==> config.mk <==
export PLATFORM = sky130hd
export DESIGN_NAME = fe_frontend_top
export DESIGN_NICKNAME = d
export VERILOG_FILES = /design/src/verilog/fe_io_pkg.sv /design/src/verilog/fe_video_pkg.sv /design/src/verilog/fe_status_if.sv /design/src/verilog/fe_frontend_top.sv /design/src/verilog/fe_mouse_decode.sv /design/src/verilog/fe_status_decode.sv /design/src/verilog/fe_user_port.sv /design/src/verilog/fe_video_ctrl.sv
export VERILOG_INCLUDE_DIRS = /design/src /design/src/verilog
export SDC_FILE = /design/constraint.sdc
export NUM_CORES = 1
export LEC_CHECK = 0
export BUFFER_PORTS_ARGS = -buffer_cell sky130_fd_sc_hd__buf_2
export CORE_AREA = 2 2 81 83
export CTS_BUF_LIST = sky130_fd_sc_hd__clkbuf_16
export CTS_CLUSTER_DIAMETER = 50
export DETAILED_ROUTE_END_ITERATION = 12
export DIE_AREA = 0 0 83 85
export PLACE_DENSITY_LB_ADDON = 0.2
export SYNTH_ARGS = -nofsm -noshare
export SYNTH_HDL_FRONTEND = slang
export SYNTH_SLANG_ARGS = --single-unit
==> constraint.sdc <==
create_clock -name clk_sys -period 2.1 [get_ports clk_sys]
set_input_delay 0.42 -clock clk_sys [delete_from_list [all_inputs] [get_ports clk_sys]]
set_output_delay 0.42 -clock clk_sys [all_outputs]
set_load 0.05 [all_outputs]
==> src/verilog/fe_params.svh <==
// Front end parameters: status word bit positions, crop constants and port idle levels
`ifndef FE_PARAMS_SVH
`define FE_PARAMS_SVH

// Scan FX field in the OSD status word
`define FE_ST_SCANFX_LO   3
`define FE_ST_SCANFX_HI   5

// User port mode bits
`define FE_ST_DB15        37
`define FE_ST_UART        38

// Vertical crop and horizontal scaling fields
`define FE_ST_CROP_EN     41
`define FE_ST_VCOPT_LO    42
`define FE_ST_SCALE_LO    46
`define FE_ST_HSIZE_EN    48

// HDMI mode that tolerates vertical crop
`define FE_HDMI_CROP_W    1920
`define FE_HDMI_CROP_H    1080
`define FE_CROP_LINES     216
`define FE_CROP_WRAP_OPT  6
`define FE_CROP_WRAP_SUB  24

// Idle level of the 7-bit user port
`define FE_PORT_IDLE      7'h7f

// PS/2 mouse packet layout
`define FE_MS_TOGGLE      24
`define FE_MS_DX_SIGN     4
`define FE_MS_DY_SIGN     5

`endif

==> src/verilog/fe_io_pkg.sv <==
// I/O types for the user port and the PS/2 mouse
package fe_io_pkg;

    // UART use of the port, transmit line at bit 0
    typedef struct packed {
        logic [5:0] high;
        logic       tx;
    } uart_view_t;

    // Same 7 pins read as DB15 joystick lines or as the UART view
    typedef union packed {
        logic [6:0] pins;
        uart_view_t uart;
    } user_port_u;

    // Mouse movement with the sign taken from the flag byte
    typedef logic signed [8:0] mouse_delta_t;

endpackage

==> src/verilog/fe_video_pkg.sv <==
// Video types for the HDMI vertical crop settings
package fe_video_pkg;

    // Scaler modes selected from the OSD
    typedef enum logic [2:0] {
        normal           = 3'd0,
        v_integer        = 3'd1,
        hv_integer_minus = 3'd2,
        hv_integer_plus  = 3'd3,
        hv_integer       = 3'd4
    } crop_scale_e;

    // Offset range is -16 to +15 lines
    typedef logic signed [4:0] crop_off_t;

    // Number of lines cropped
    typedef logic [11:0] crop_size_t;

endpackage
==> src/verilog/fe_status_if.sv <==
// Status interface: decoded OSD status fields shared by the front end blocks
`timescale 1ns/1ns

interface fe_status_if;

    logic                      crop_en;
    logic [3:0]                vcopt;
    fe_video_pkg::crop_scale_e crop_scale;
    logic                      hsize_enable;
    logic                      scanfx_zero;
    logic                      db15_en;
    logic                      uart_en;

    modport decode (
        output crop_en, vcopt, crop_scale, hsize_enable, scanfx_zero, db15_en, uart_en
    );

    // Crop and menu logic
    modport video (
        input crop_en, vcopt, crop_scale, hsize_enable, scanfx_zero
    );

    // User port mux only needs the mode bits
    modport port (
        input db15_en, uart_en
    );

endinterface

==> src/verilog/fe_frontend_top.sv <==
// Front end top: status decode, crop and menu control, user port and mouse decode
`timescale 1ns/1ns

module fe_frontend_top (
    input  logic                     clk_sys,
    input  logic                     rst_n,
    input  logic [63:0]              status,
    // HDMI and video options
    input  logic [11:0]              hdmi_width,
    input  logic [11:0]              hdmi_height,
    input  logic                     force_scan2x,
    input  logic                     direct_video,
    input  logic                     rotate0,
    input  logic                     core_vertical,
    output logic                     crop_ok,
    output fe_video_pkg::crop_off_t  crop_off,
    output fe_video_pkg::crop_size_t crop_size,
    output logic [15:0]              menu_mask,
    // User port
    input  logic [6:0]               user_in,
    input  logic [6:0]               joy_out,
    input  logic                     game_tx,
    input  logic                     uart_tx,
    output logic [6:0]               user_out,
    output logic                     uart_rx,
    output logic                     db15_en,
    output logic                     uart_en,
    // PS/2 mouse
    input  logic [24:0]              ps2_mouse,
    output logic                     mouse_st,
    output logic [7:0]               mouse_f,
    output fe_io_pkg::mouse_delta_t  mouse_dx,
    output fe_io_pkg::mouse_delta_t  mouse_dy
);

    fe_status_if st_if ();

    fe_status_decode u_status_decode (
        .clk_sys       ( clk_sys       ),
        .rst_n         ( rst_n         ),
        .status        ( status        ),
        .st            ( st_if.decode  )
    );

    fe_video_ctrl u_video_ctrl (
        .clk_sys       ( clk_sys       ),
        .rst_n         ( rst_n         ),
        .st            ( st_if.video   ),
        .hdmi_width    ( hdmi_width    ),
        .hdmi_height   ( hdmi_height   ),
        .force_scan2x  ( force_scan2x  ),
        .direct_video  ( direct_video  ),
        .rotate0       ( rotate0       ),
        .core_vertical ( core_vertical ),
        .crop_ok       ( crop_ok       ),
        .crop_off      ( crop_off      ),
        .crop_size     ( crop_size     ),
        .menu_mask     ( menu_mask     )
    );

    fe_user_port u_user_port (
        .clk_sys       ( clk_sys       ),
        .rst_n         ( rst_n         ),
        .st            ( st_if.port    ),
        .user_in       ( user_in       ),
        .joy_out       ( joy_out       ),
        .game_tx       ( game_tx       ),
        .uart_tx       ( uart_tx       ),
        .user_out      ( user_out      ),
        .uart_rx       ( uart_rx       )
    );

    fe_mouse_decode u_mouse_decode (
        .clk_sys       ( clk_sys       ),
        .rst_n         ( rst_n         ),
        .ps2_mouse     ( ps2_mouse     ),
        .mouse_st      ( mouse_st      ),
        .mouse_f       ( mouse_f       ),
        .mouse_dx      ( mouse_dx      ),
        .mouse_dy      ( mouse_dy      )
    );

    // Mode state made visible outside
    assign db15_en = st_if.db15_en;
    assign uart_en = st_if.uart_en;

endmodule

==> src/verilog/fe_mouse_decode.sv <==
// Mouse decoder: splits the PS/2 packet and strobes on each new packet
`timescale 1ns/1ns
`include "fe_params.svh"

module fe_mouse_decode (
    input  logic                    clk_sys,
    input  logic                    rst_n,
    input  logic [24:0]             ps2_mouse,
    output logic                    mouse_st,
    output logic [7:0]              mouse_f,
    output fe_io_pkg::mouse_delta_t mouse_dx,
    output fe_io_pkg::mouse_delta_t mouse_dy
);

    logic toggle_l;

    always_ff @(posedge clk_sys) begin
        if (!rst_n) begin
            toggle_l <= 1'b0;
        end else begin
            toggle_l <= ps2_mouse[`FE_MS_TOGGLE];
        end
    end

    // New packet whenever the toggle bit moves
    assign mouse_st = ps2_mouse[`FE_MS_TOGGLE] ^ toggle_l;
    assign mouse_f  = ps2_mouse[7:0];

    // Sign bits live in the flag byte
    assign mouse_dx = {mouse_f[`FE_MS_DX_SIGN], ps2_mouse[15:8]};
    assign mouse_dy = {mouse_f[`FE_MS_DY_SIGN], ps2_mouse[23:16]};

endmodule

==> src/verilog/fe_status_decode.sv <==
// Status decoder: registers the OSD fields out of the 64-bit status word
`timescale 1ns/1ns
`include "fe_params.svh"

module fe_status_decode (
    input  logic        clk_sys,
    input  logic        rst_n,
    input  logic [63:0] status,
    fe_status_if.decode st
);

    logic [2:0] scanfx;
    logic [1:0] scale_raw;

    assign scanfx    = status[`FE_ST_SCANFX_HI:`FE_ST_SCANFX_LO];
    assign scale_raw = status[`FE_ST_SCALE_LO +: 2];

    always_ff @(posedge clk_sys) begin
        if (!rst_n) begin
            st.crop_en      <= 1'b0;
            st.vcopt        <= 4'd0;
            st.crop_scale   <= fe_video_pkg::normal;
            st.hsize_enable <= 1'b0;
            st.scanfx_zero  <= 1'b0;
            st.db15_en      <= 1'b0;
            st.uart_en      <= 1'b0;
        end else begin
            st.crop_en      <= status[`FE_ST_CROP_EN];
            st.vcopt        <= status[`FE_ST_VCOPT_LO +: 4];
            // Only two scale bits come from the OSD, top bit stays clear
            st.crop_scale   <= fe_video_pkg::crop_scale_e'({1'b0, scale_raw});
            st.hsize_enable <= status[`FE_ST_HSIZE_EN];
            // Any scan line effect blocks cropping
            st.scanfx_zero  <= (scanfx == 3'd0);
            // Mode bits have separate positions and may both be set
            st.db15_en      <= status[`FE_ST_DB15];
            st.uart_en      <= status[`FE_ST_UART];
        end
    end

endmodule

==> src/verilog/fe_user_port.sv <==
// User port: registered DB15/UART/idle output select and UART receive line
`timescale 1ns/1ns
`include "fe_params.svh"

module fe_user_port (
    input  logic       clk_sys,
    input  logic       rst_n,
    fe_status_if.port  st,
    input  logic [6:0] user_in,
    input  logic [6:0] joy_out,
    input  logic       game_tx,
    input  logic       uart_tx,
    output logic [6:0] user_out,
    output logic       uart_rx
);

    fe_io_pkg::user_port_u port_next;

    // DB15 wins over the UART when both are enabled
    always_comb begin
        port_next.pins = `FE_PORT_IDLE;
        if (st.db15_en) begin
            port_next.pins = joy_out;
        end else if (st.uart_en) begin
            port_next.uart.high = '1;
            // Core and cheat UARTs share the one tx pin
            port_next.uart.tx   = game_tx & uart_tx;
        end
    end

    always_ff @(posedge clk_sys) begin
        if (!rst_n) begin
            user_out <= `FE_PORT_IDLE;
        end else begin
            user_out <= port_next.pins;
        end
    end

    // Line idles high when the UART is off
    assign uart_rx = st.uart_en ? user_in[1] : 1'b1;

endmodule

==> src/verilog/fe_video_ctrl.sv <==
// Video control: vertical crop permission, offset and size plus the OSD menu mask
`timescale 1ns/1ns
`include "fe_params.svh"

module fe_video_ctrl (
    input  logic                     clk_sys,
    input  logic                     rst_n,
    fe_status_if.video               st,
    input  logic [11:0]              hdmi_width,
    input  logic [11:0]              hdmi_height,
    input  logic                     force_scan2x,
    input  logic                     direct_video,
    input  logic                     rotate0,
    input  logic                     core_vertical,
    output logic                     crop_ok,
    output fe_video_pkg::crop_off_t  crop_off,
    output fe_video_pkg::crop_size_t crop_size,
    output logic [15:0]              menu_mask
);

    logic       hdmi_1080p;
    logic       crop_allowed;
    logic [4:0] off_x2;
    logic [4:0] off_next;

    assign hdmi_1080p = (hdmi_width == 12'(`FE_HDMI_CROP_W)) &&
                        (hdmi_height == 12'(`FE_HDMI_CROP_H));

    // The scaler only copes with cropping in plain 1080p output
    assign crop_allowed = hdmi_1080p && st.scanfx_zero && !force_scan2x &&
                          (st.crop_scale == fe_video_pkg::normal) &&
                          !direct_video && !rotate0;

    // Two lines per option step, upper options wrap to negative offsets
    assign off_x2   = {st.vcopt, 1'b0};
    assign off_next = (st.vcopt < 4'(`FE_CROP_WRAP_OPT)) ?
                      off_x2 : off_x2 - 5'(`FE_CROP_WRAP_SUB);

    always_ff @(posedge clk_sys) begin
        if (!rst_n) begin
            crop_ok   <= 1'b0;
            crop_size <= '0;
        end else begin
            crop_ok   <= crop_allowed;
            // Uses last cycle's permission, one cycle behind crop_ok
            crop_size <= (crop_ok && st.crop_en) ?
                         fe_video_pkg::crop_size_t'(`FE_CROP_LINES) : '0;
        end
    end

    always_ff @(posedge clk_sys) begin
        crop_off <= fe_video_pkg::crop_off_t'(off_next);
    end

    // A set bit hides the matching OSD entry
    // No rotate menu and no 60 Hz option in this build, so bits 4 and 3 stay hidden
    assign menu_mask = {
        10'd0,
        crop_ok,
        1'b1,
        1'b1,
        ~st.hsize_enable,
        ~core_vertical,
        direct_video
    };

endmodule

-- Yosys cells after proc, flatten, opt, wreduce, memory -nomap -nowiden
Cells that the tools add are included.
- add/subtract/negate cells: 1
- multipliers: 0
- div/mod/pow operators: 0
- magnitude comparators: 1
- equal/unequal tests: 2
- shift operators: 0
- mux-type cells: 5
- bitwise operators: 4
- reductions and logical operators: 12
- operators with widths (operator ; count):
    $eq A12 B11 Y1 const B ; 2
    $mux W8 ; 1
    $logic_and A1 B1 Y1 ; 7
    $mux W7 ; 1
    $logic_not A3 Y1 ; 2
    $mux W5 ; 1
    $sub A5 B5 Y5 const B ; 1
    $lt A4 B3 Y1 const B ; 1
    $logic_not A1 Y1 ; 3
    $mux W1 ; 2
    $not A1 Y1 ; 2
    $and A1 B1 Y1 ; 1
    $xor A1 B1 Y1 ; 1
- register bits: 38
- latch bits: 0
- RAM bits: 0
- memory bits (read-only): 0
- bits of input ports: 135
- memories: 0

-- Longest topological paths before layout
Gate-level depths: netlist (run 1).
- word-level depth: 7
- gate-level depth with buffers: 4
- depth with buffers taken out: 4

-- By module
A second synthesis (run 1) with hierarchy kept.
- cell total of the unflattened synthesis: 127
- area total of the unflattened synthesis: 1227.4 µm²
- by module, submodules not included (module ; times used ; cells each ; area an instance (µm²) ; sequential area each (µm²)):
    fe_video_ctrl ; 1 ; 54 ; 462.9 ; 120.1
    fe_status_decode ; 1 ; 25 ; 320.3 ; 220.2
    fe_mouse_decode ; 1 ; 29 ; 231.5 ; 20.0
    fe_user_port ; 1 ; 19 ; 212.7 ; 140.1

-- Worst setup path after synthesis (run 1)
OpenSTA, ideal clock, no wires.
- path kind: input to output
- from: input port ps2_mouse[24]
- to: output port mouse_st
- arrival time: 1169 ps
- required time: 1680 ps
- setup slack: 511 ps
- cell stages on the path: 1
- cell sequence: xor2_1
- cells in the longest elaborated chain, start to end: 1
- RTL lines (element ; RTL line ; source):
    start, declared ; fe_frontend_top.sv:29 ; input logic [24:0] ps2_mouse,
    $xor A1 B1 Y1 ; fe_mouse_decode.sv:26 ; assign mouse_st = ps2_mouse[`FE_MS_TOGGLE] ^ toggle_l;
    end, declared ; fe_frontend_top.sv:30 ; output logic mouse_st,
Every way passes these cells.

-- Worst setup path in the final report (run 1)
- from: register u_mouse_decode.toggle_l
- to: output port mouse_st
- cells in the longest elaborated chain, start to end: 1
- RTL lines (element ; RTL line ; source):
    start, declared ; fe_mouse_decode.sv:15 ; logic toggle_l;
    start signal, assigned ; fe_mouse_decode.sv:21 ; toggle_l <= ps2_mouse[`FE_MS_TOGGLE];
    $xor A1 B1 Y1 ; fe_mouse_decode.sv:26 ;
Every way passes these cells.

==> results of run 1 <==
## cells in the mapped netlist
cell / n
or2_2: 6
buf_4: 52
nand2_1: 2
xnor2_1: 1
nor4bb_1: 1
clkbuf_1: 1
and2_2: 2
xor2_1: 1
nor4b_1: 1
a21oi_1: 1
nand2b_1: 1
nor2_1: 1
nor4b_2: 2
nor2b_1: 1
inv_1: 4
and2_1: 9
and3_2: 1
nand4_1: 2
nor4_1: 2
nor4_4: 1
nor3_2: 1
a211oi_1: 1
o21ai_0: 1
conb_1: 2
dfxtp_1: 25
ha_1: 1
and4b_1: 1
## metrics by stage
step                hold slack, ps  util (%)  worst slack (ps)  instances
detailed placement             315      22.3               734        245
CTS                            317      23.7               673        249
floorplan                      310         -               511        143
global placement               310      22.3               737        245
global route                   318      23.7               638        249
finish                         321      23.7               697        249
## logic make-up (layout without fill, tap and decap cells)
group,Yosys count,in the layout,share of synthesized area [%]
XOR/XNOR,2,2,1.44
adder cells (fa/ha/maj),1,1,1.03
buffers and inverters,57,86,33.5
AO/OA/AOI/OAI,3,3,1.44
flip-flops,25,25,41.0
AND/OR/NAND/NOR,34,34,20.9
other,2,21,0.616
## state kept, by name (all words and copies together) (netlist names)
register / flops
u_status_decode.st.uart_en: 1
u_status_decode.st.db15_en: 1
u_video_ctrl.crop_ok: 1
u_video_ctrl.crop_size: 1
u_status_decode.st.crop_scale: 2
u_status_decode.st.vcopt: 4
u_user_port.user_out: 7
u_status_decode.st.hsize_enable: 1
u_status_decode.st.crop_en: 1
u_video_ctrl.crop_off: 4
u_status_decode.st.scanfx_zero: 1
u_mouse_decode.toggle_l: 1
## how the worst min path moves through the flow
| stage | startpoint | to | slack [ps] |
|---|---|---|---|
| after floorplan | u_status_decode.st.vcopt[0]$_SDFF_PN0_ | u_video_ctrl.crop_off[1]$_DFF_P_ | 310 |
| final | status[5] | u_status_decode.st.scanfx_zero$_SDFF_PN0_ | 320 |
| after detailed placement | u_status_decode.st.vcopt[0]$_SDFF_PN0_ | u_video_ctrl.crop_off[1]$_DFF_P_ | 310 |
| after global routing | status[5] | u_status_decode.st.scanfx_zero$_SDFF_PN0_ | 320 |
| after global placement | u_status_decode.st.vcopt[0]$_SDFF_PN0_ | u_video_ctrl.crop_off[1]$_DFF_P_ | 310 |
| after CTS | status[5] | u_status_decode.st.scanfx_zero$_SDFF_PN0_ | 320 |
## final cells by class
cell class / count / area, µm² / share of cell area (%)
flip-flops and latches: 25 / 500 / 34.1
repair buffers: 78 / 393 / 26.7
multi-input cells: 61 / 382 / 26.0
well taps: 77 / 96.3 / 6.56
clock buffers: 3 / 75.1 / 5.11
inverters: 4 / 15.0 / 1.02
clock inverters: 1 / 7.51 / 0.511
## layer usage
metal  share of wire (%)  track usage [%]  vias up
met2                  52             12.2       46
met4                 2.5             3.13        0
met3                 9.1             2.33       13
li1                    -                -      418
met1                  36             7.46      380
met5                   0                0        -
## where the power goes
| group | leakage [nW] | switching [mW] | internal [mW] |
|---|---|---|---|
| registers | 0.207 | 0.00647 | 0.495 |
| logic | 0.479 | 0.177 | 0.0643 |
| clock network | 0.0371 | 0.174 | 0.259 |
| total | 0.723 | 0.358 | 0.818 |
## worst register-to-register path, delay by kind of cell, from the launching register on
family	cells	cell delay [ps]
and+or+nand+nor	3	650
DFF	1	300
==> run_results.csv, run 1 <==
group,metric,value,unit
place,dpl-instance-area,1390,µm²
critical_path,critPathSlowestCell,"dfxtp_1",
drt,drt_pass1_iterations,3,
sta,skew,1.51,ps
pwr,ir_worst_vdd,0.000376,V
floorplan,num_io_pins,206,
sta,fin_crit,1400,ps
drt,avgRoutedWirePerCell,9.45,µm
critical_path,cp_top_family,"flip-flops",
pwr,p_per_area,801,nW/µm²
critical_path,endpoint,"mouse_st",
clock_tree,clockBufferDepth,2,
floorplan,die_w,83,µm
synthesis,seq_area_frac_synth,41.0,%
pwr,total_power,1.18,mW
synthesis,synth_top_area_share,41.0,%
global_route,grt_first_pass_wirelength,3780,µm
place,gp_congestion,0.593,
clock_tree,post_cts_resized,0,
floorplan,fp.dieH,85,µm
floorplan,start_util,19.7,%
place,dpl.hpwl,1990,µm
drt,wl,2350,µm
critical_path,crit_chain,"xor2_1, buf_2",
synthesis,synth-warning-count,0,
layout,most-common-layout-cells,"buf_2 (77), dfxtp_1 (25), conb_1 (21)",
critical_path,cpPeakStageDelay,330,ps
place,port_buffers,77,
worst_hold_path,hold_path_class,"in -> reg",
global_route,antenna_found_initial,0,
synthesis,post-synth-top-area-cell,"dfxtp_1",
critical_path,r2r_slack,1080,ps
synthesis,synth.avg_cell_area,9.84,µm²
pwr,total_leakage_power,0.723,nW
clock_tree,cts_tree,"yes",
floorplan,dieArea,7060,µm²
drt,initialDrtViolationCount,8,
critical_path,worst-path-buf-inv,1,
critical_path,r2r_cells,3,
layout,syn_to_final_growth,20.4,%
run,drv_cap,0,
layout,layout_commonest_cell,"buf_2",
critical_path,crit_start,"u_mouse_decode.toggle_l$_SDFF_PN0_",
synthesis,synth.area.top_cells,"dfxtp_1 (41%), buf_4 (32%), and2_1 (4.6%)",
clock_tree,clock_latency,260,ps
layout,final_area,1470,µm²
worst_hold_path,hold_depth,2,
run_status,status,"complete, no violations",
critical_path,rr_startpoint,"u_status_decode.st.crop_scale[1]$_SDFF_PN0_",
synthesis,synth_cells,124,
clock_tree,htree_levels,1,
clock_tree,post_cts_buffers,0,
critical_path,cp-start-kind,"flop",
drt,drc_errors,0,
sta,drv_slew,0,
floorplan,std_cell_rows,29,
sta,fmaxAchievable,0.713,GHz
sta,tns,0,ps
critical_path,r2r_end,"u_video_ctrl.crop_ok$_SDFF_PN0_",
layout,drive_gt1_share,55.2,%
drt,num_vias,857,
clock_tree,cts_inserted_buffers,3,
drt,viasPerCell,3.44,
clock_tree,cts_root_buffer,"clkbuf_16",
sta,rsz0062_at_grt,"no",
sta,final_hold_viol_count,0,
synthesis,yosysUniqueCellTypes,27,
drt,ant_nets,0,
sta,fin_crit_sh,66.8,%
critical_path,cp-end-kind,"primary output",
critical_path,worstPathRequired,1680,ps
critical_path,worstPathArrival,980,ps
critical_path,cp_num_cells,2,
global_route,overflow,0,
critical_path,worstPathMaxFanout,1,
clock_tree,holdBufCountCts,0,
sta,finalSetupViolations,0,
clock_tree,clock-sinks,25,
layout,nets,309,
global_route,grt_pass1_vias,801,
critical_path,criticalPathCategory,"reg -> out",
global_route,grt_max_degree,16,
global_route,grtUsageTotal,6.89,%
synthesis,syn-cell-area,1220,µm²
clock_tree,cts.reportedPaths.clkPinSlew,70,ps
floorplan,core_area,6200,µm²
synthesis,ys_ff_latch,25,
layout,num-fill-cells,690,
layout,antenna_cells_inserted,0,
Note: power is estimated with default switching activity, not from simulation.
==> run 2: changes to the inputs <==
Clock period 2.1 ns to 1.27 ns, I/O delays scaled along.
==> run_results.csv, run 2 (synthesis results as in run 1) <==
group,metric,value,unit
drt,wl,2300,µm
sta,tns,0,ps
worst_hold_path,hold_depth,2,
layout,largest_reg_flops,7,
floorplan,start_util,19.7,%
layout,most-common-layout-cells,"buf_2 (76), dfxtp_1 (25), conb_1 (21)",
clock_tree,clock_latency,250,ps
critical_path,r2r_slack,320,ps
pwr,total_leakage_power,0.729,nW
sta,fin_crit_sh,94.2,%
pwr,total_power,1.93,mW
run,drv_cap,0,
critical_path,rr_startpoint,"u_status_decode.st.vcopt[3]$_SDFF_PN0_",
drt,viasPerCell,3.28,
floorplan,die_w,83,µm
critical_path,critPathSlowestCell,"dfxtp_1",
critical_path,worst-path-buf-inv,1,
critical_path,worstPathMaxFanout,1,
critical_path,criticalPathCategory,"reg -> out",
pwr,p_per_area,1300,nW/µm²
critical_path,cp-end-kind,"primary output",
global_route,grt_first_pass_wirelength,3600,µm
floorplan,dieArea,7060,µm²
worst_hold_path,worstHoldEndpoint,"u_status_decode.st.scanfx_zero$_SDFF_PN0_",
drt,drt_pass1_iterations,2,
sta,drv_slew,0,
worst_hold_path,worstHoldStart,"status[4]",
floorplan,fp.dieH,85,µm
critical_path,r2r_cells,4,
sta,fin_crit,1200,ps
clock_tree,cts_root_buffer,"clkbuf_16",
drt,ant_nets,0,
clock_tree,cts.reportedPaths.clkPinSlew,60,ps
drt,wl_met2,1190,µm
clock_tree,holdBufCountCts,0,
drt,dr.max_layer_used,"met4",
floorplan,num_io_pins,206,
drt,drc_errors,0,
clock_tree,clock-sinks,25,
global_route,grt_pass1_vias,759,
place,port_buffers,77,
layout,final_util,23.8,%
layout,reg_top3,"u_user_port.user_out x7, u_status_decode.st.vcopt x4, u_video_ctrl.crop_off x4",
run_status,status,"complete, no violations",
drt,wl_met1,853,µm
drt,avgRoutedWirePerCell,9.24,µm
sta,final_hold_viol_count,0,
place,dpl.hpwl,1970,µm
layout,nets,309,
drt,initialDrtViolationCount,11,
floorplan,std_cell_rows,29,
sta,skew,1.36,ps
worst_hold_path,hold_path_class,"in -> reg",
critical_path,worstPathArrival,940,ps
critical_path,cp-start-kind,"flop",
global_route,antenna_found_initial,0,
layout,top_register,"u_user_port.user_out",
clock_tree,htree_levels,1,
clock_tree,clockBufferDepth,2,
clock_tree,cts_inserted_buffers,3,
layout,syn_to_final_growth,21.2,%
place,gp_congestion,0.635,
sta,fmaxAchievable,0.836,GHz
critical_path,cpPeakStageDelay,360,ps
layout,drive_gt1_share,56.4,%
global_route,grt_max_degree,15,
floorplan,core_area,6200,µm²
critical_path,crit_chain,"xor2_2, buf_4",
drt,num_vias,816,
critical_path,r2r_end,"u_video_ctrl.crop_off[3]$_DFF_P_",
sta,finalSetupViolations,0,
pwr,ir_worst_vdd,0.000422,V
sta,rsz0062_at_grt,"no",
layout,layout_commonest_cell,"buf_2",
critical_path,worstPathRequired,1020,ps
critical_path,cp_top_family,"flip-flops",
clock_tree,cts_tree,"yes",
global_route,grtUsageTotal,6.42,%
drt,wl_met3,220,µm
global_route,overflow,0,
layout,antenna_cells_inserted,0,
run 2: per-layer routing:
layer  vias up  GRT usage, %
li1        414             -
met1       352          7.48
met2        48          10.6
met3         2          1.65
met4         0          4.02
met5         -             0
run 2: worst max-delay path by stage:
stage	from	endpoint	cells past startpoint	slack (ps)
after floorplan	u_status_decode.st.db15_en$_SDFF_PN0_	u_user_port.user_out[1]$_SDFF_PN1_	2	50
after global placement	rst_n	u_video_ctrl.crop_ok$_SDFF_PN0_	4	200
after detailed placement	hdmi_width[6]	u_video_ctrl.crop_ok$_SDFF_PN0_	4	250
after CTS	u_mouse_decode.toggle_l$_SDFF_PN0_	mouse_st	2	60
after global routing	u_mouse_decode.toggle_l$_SDFF_PN0_	mouse_st	2	30
final	u_mouse_decode.toggle_l$_SDFF_PN0_	mouse_st	2	70
run 2: cell type report:
class	count	area [µm²]
clock inverters	1	5.00
flip-flops and latches	25	500
well taps	77	96.3
clock buffers	3	75.1
fillers	689	4730
multi-input cells	61	392
inverters	4	15.0
repair buffers	78	395
run 2: report_power, final:
group	switching (mW)	internal (mW)	leakage, nW
Combinational	0.294	0.110	0.481
Clock	0.269	0.424	0.0409
Sequential	0.0117	0.819	0.207
Total	0.575	1.35	0.729
run 2: worst reg2reg max path: stages (launching register included):
cell and delay [ps]:
dfxtp_1 320, inv_1 40, ha_1 160, a21oi_1 210, xnor2_1 140
run 2: stage by stage:
step	hold slack, ps	area (µm²)	cells	worst slack [ps]
3_5_place_dp	315	1400	245	249
2_1_floorplan	310	1300	143	53.3
4_1_cts	160	1480	249	57.4
3_3_place_gp	316	1400	245	198
5_1_grt	161	1480	249	25.4
6_report	159	1480	249	74.2
run 2: repair_timing:
item | 4_1_cts | 5_1_grt
buffers inserted | 0 | 0
setup endpoints to repair | 1 | 0
hold endpoints to repair | 0 | 0
resized for setup | 1 | 0
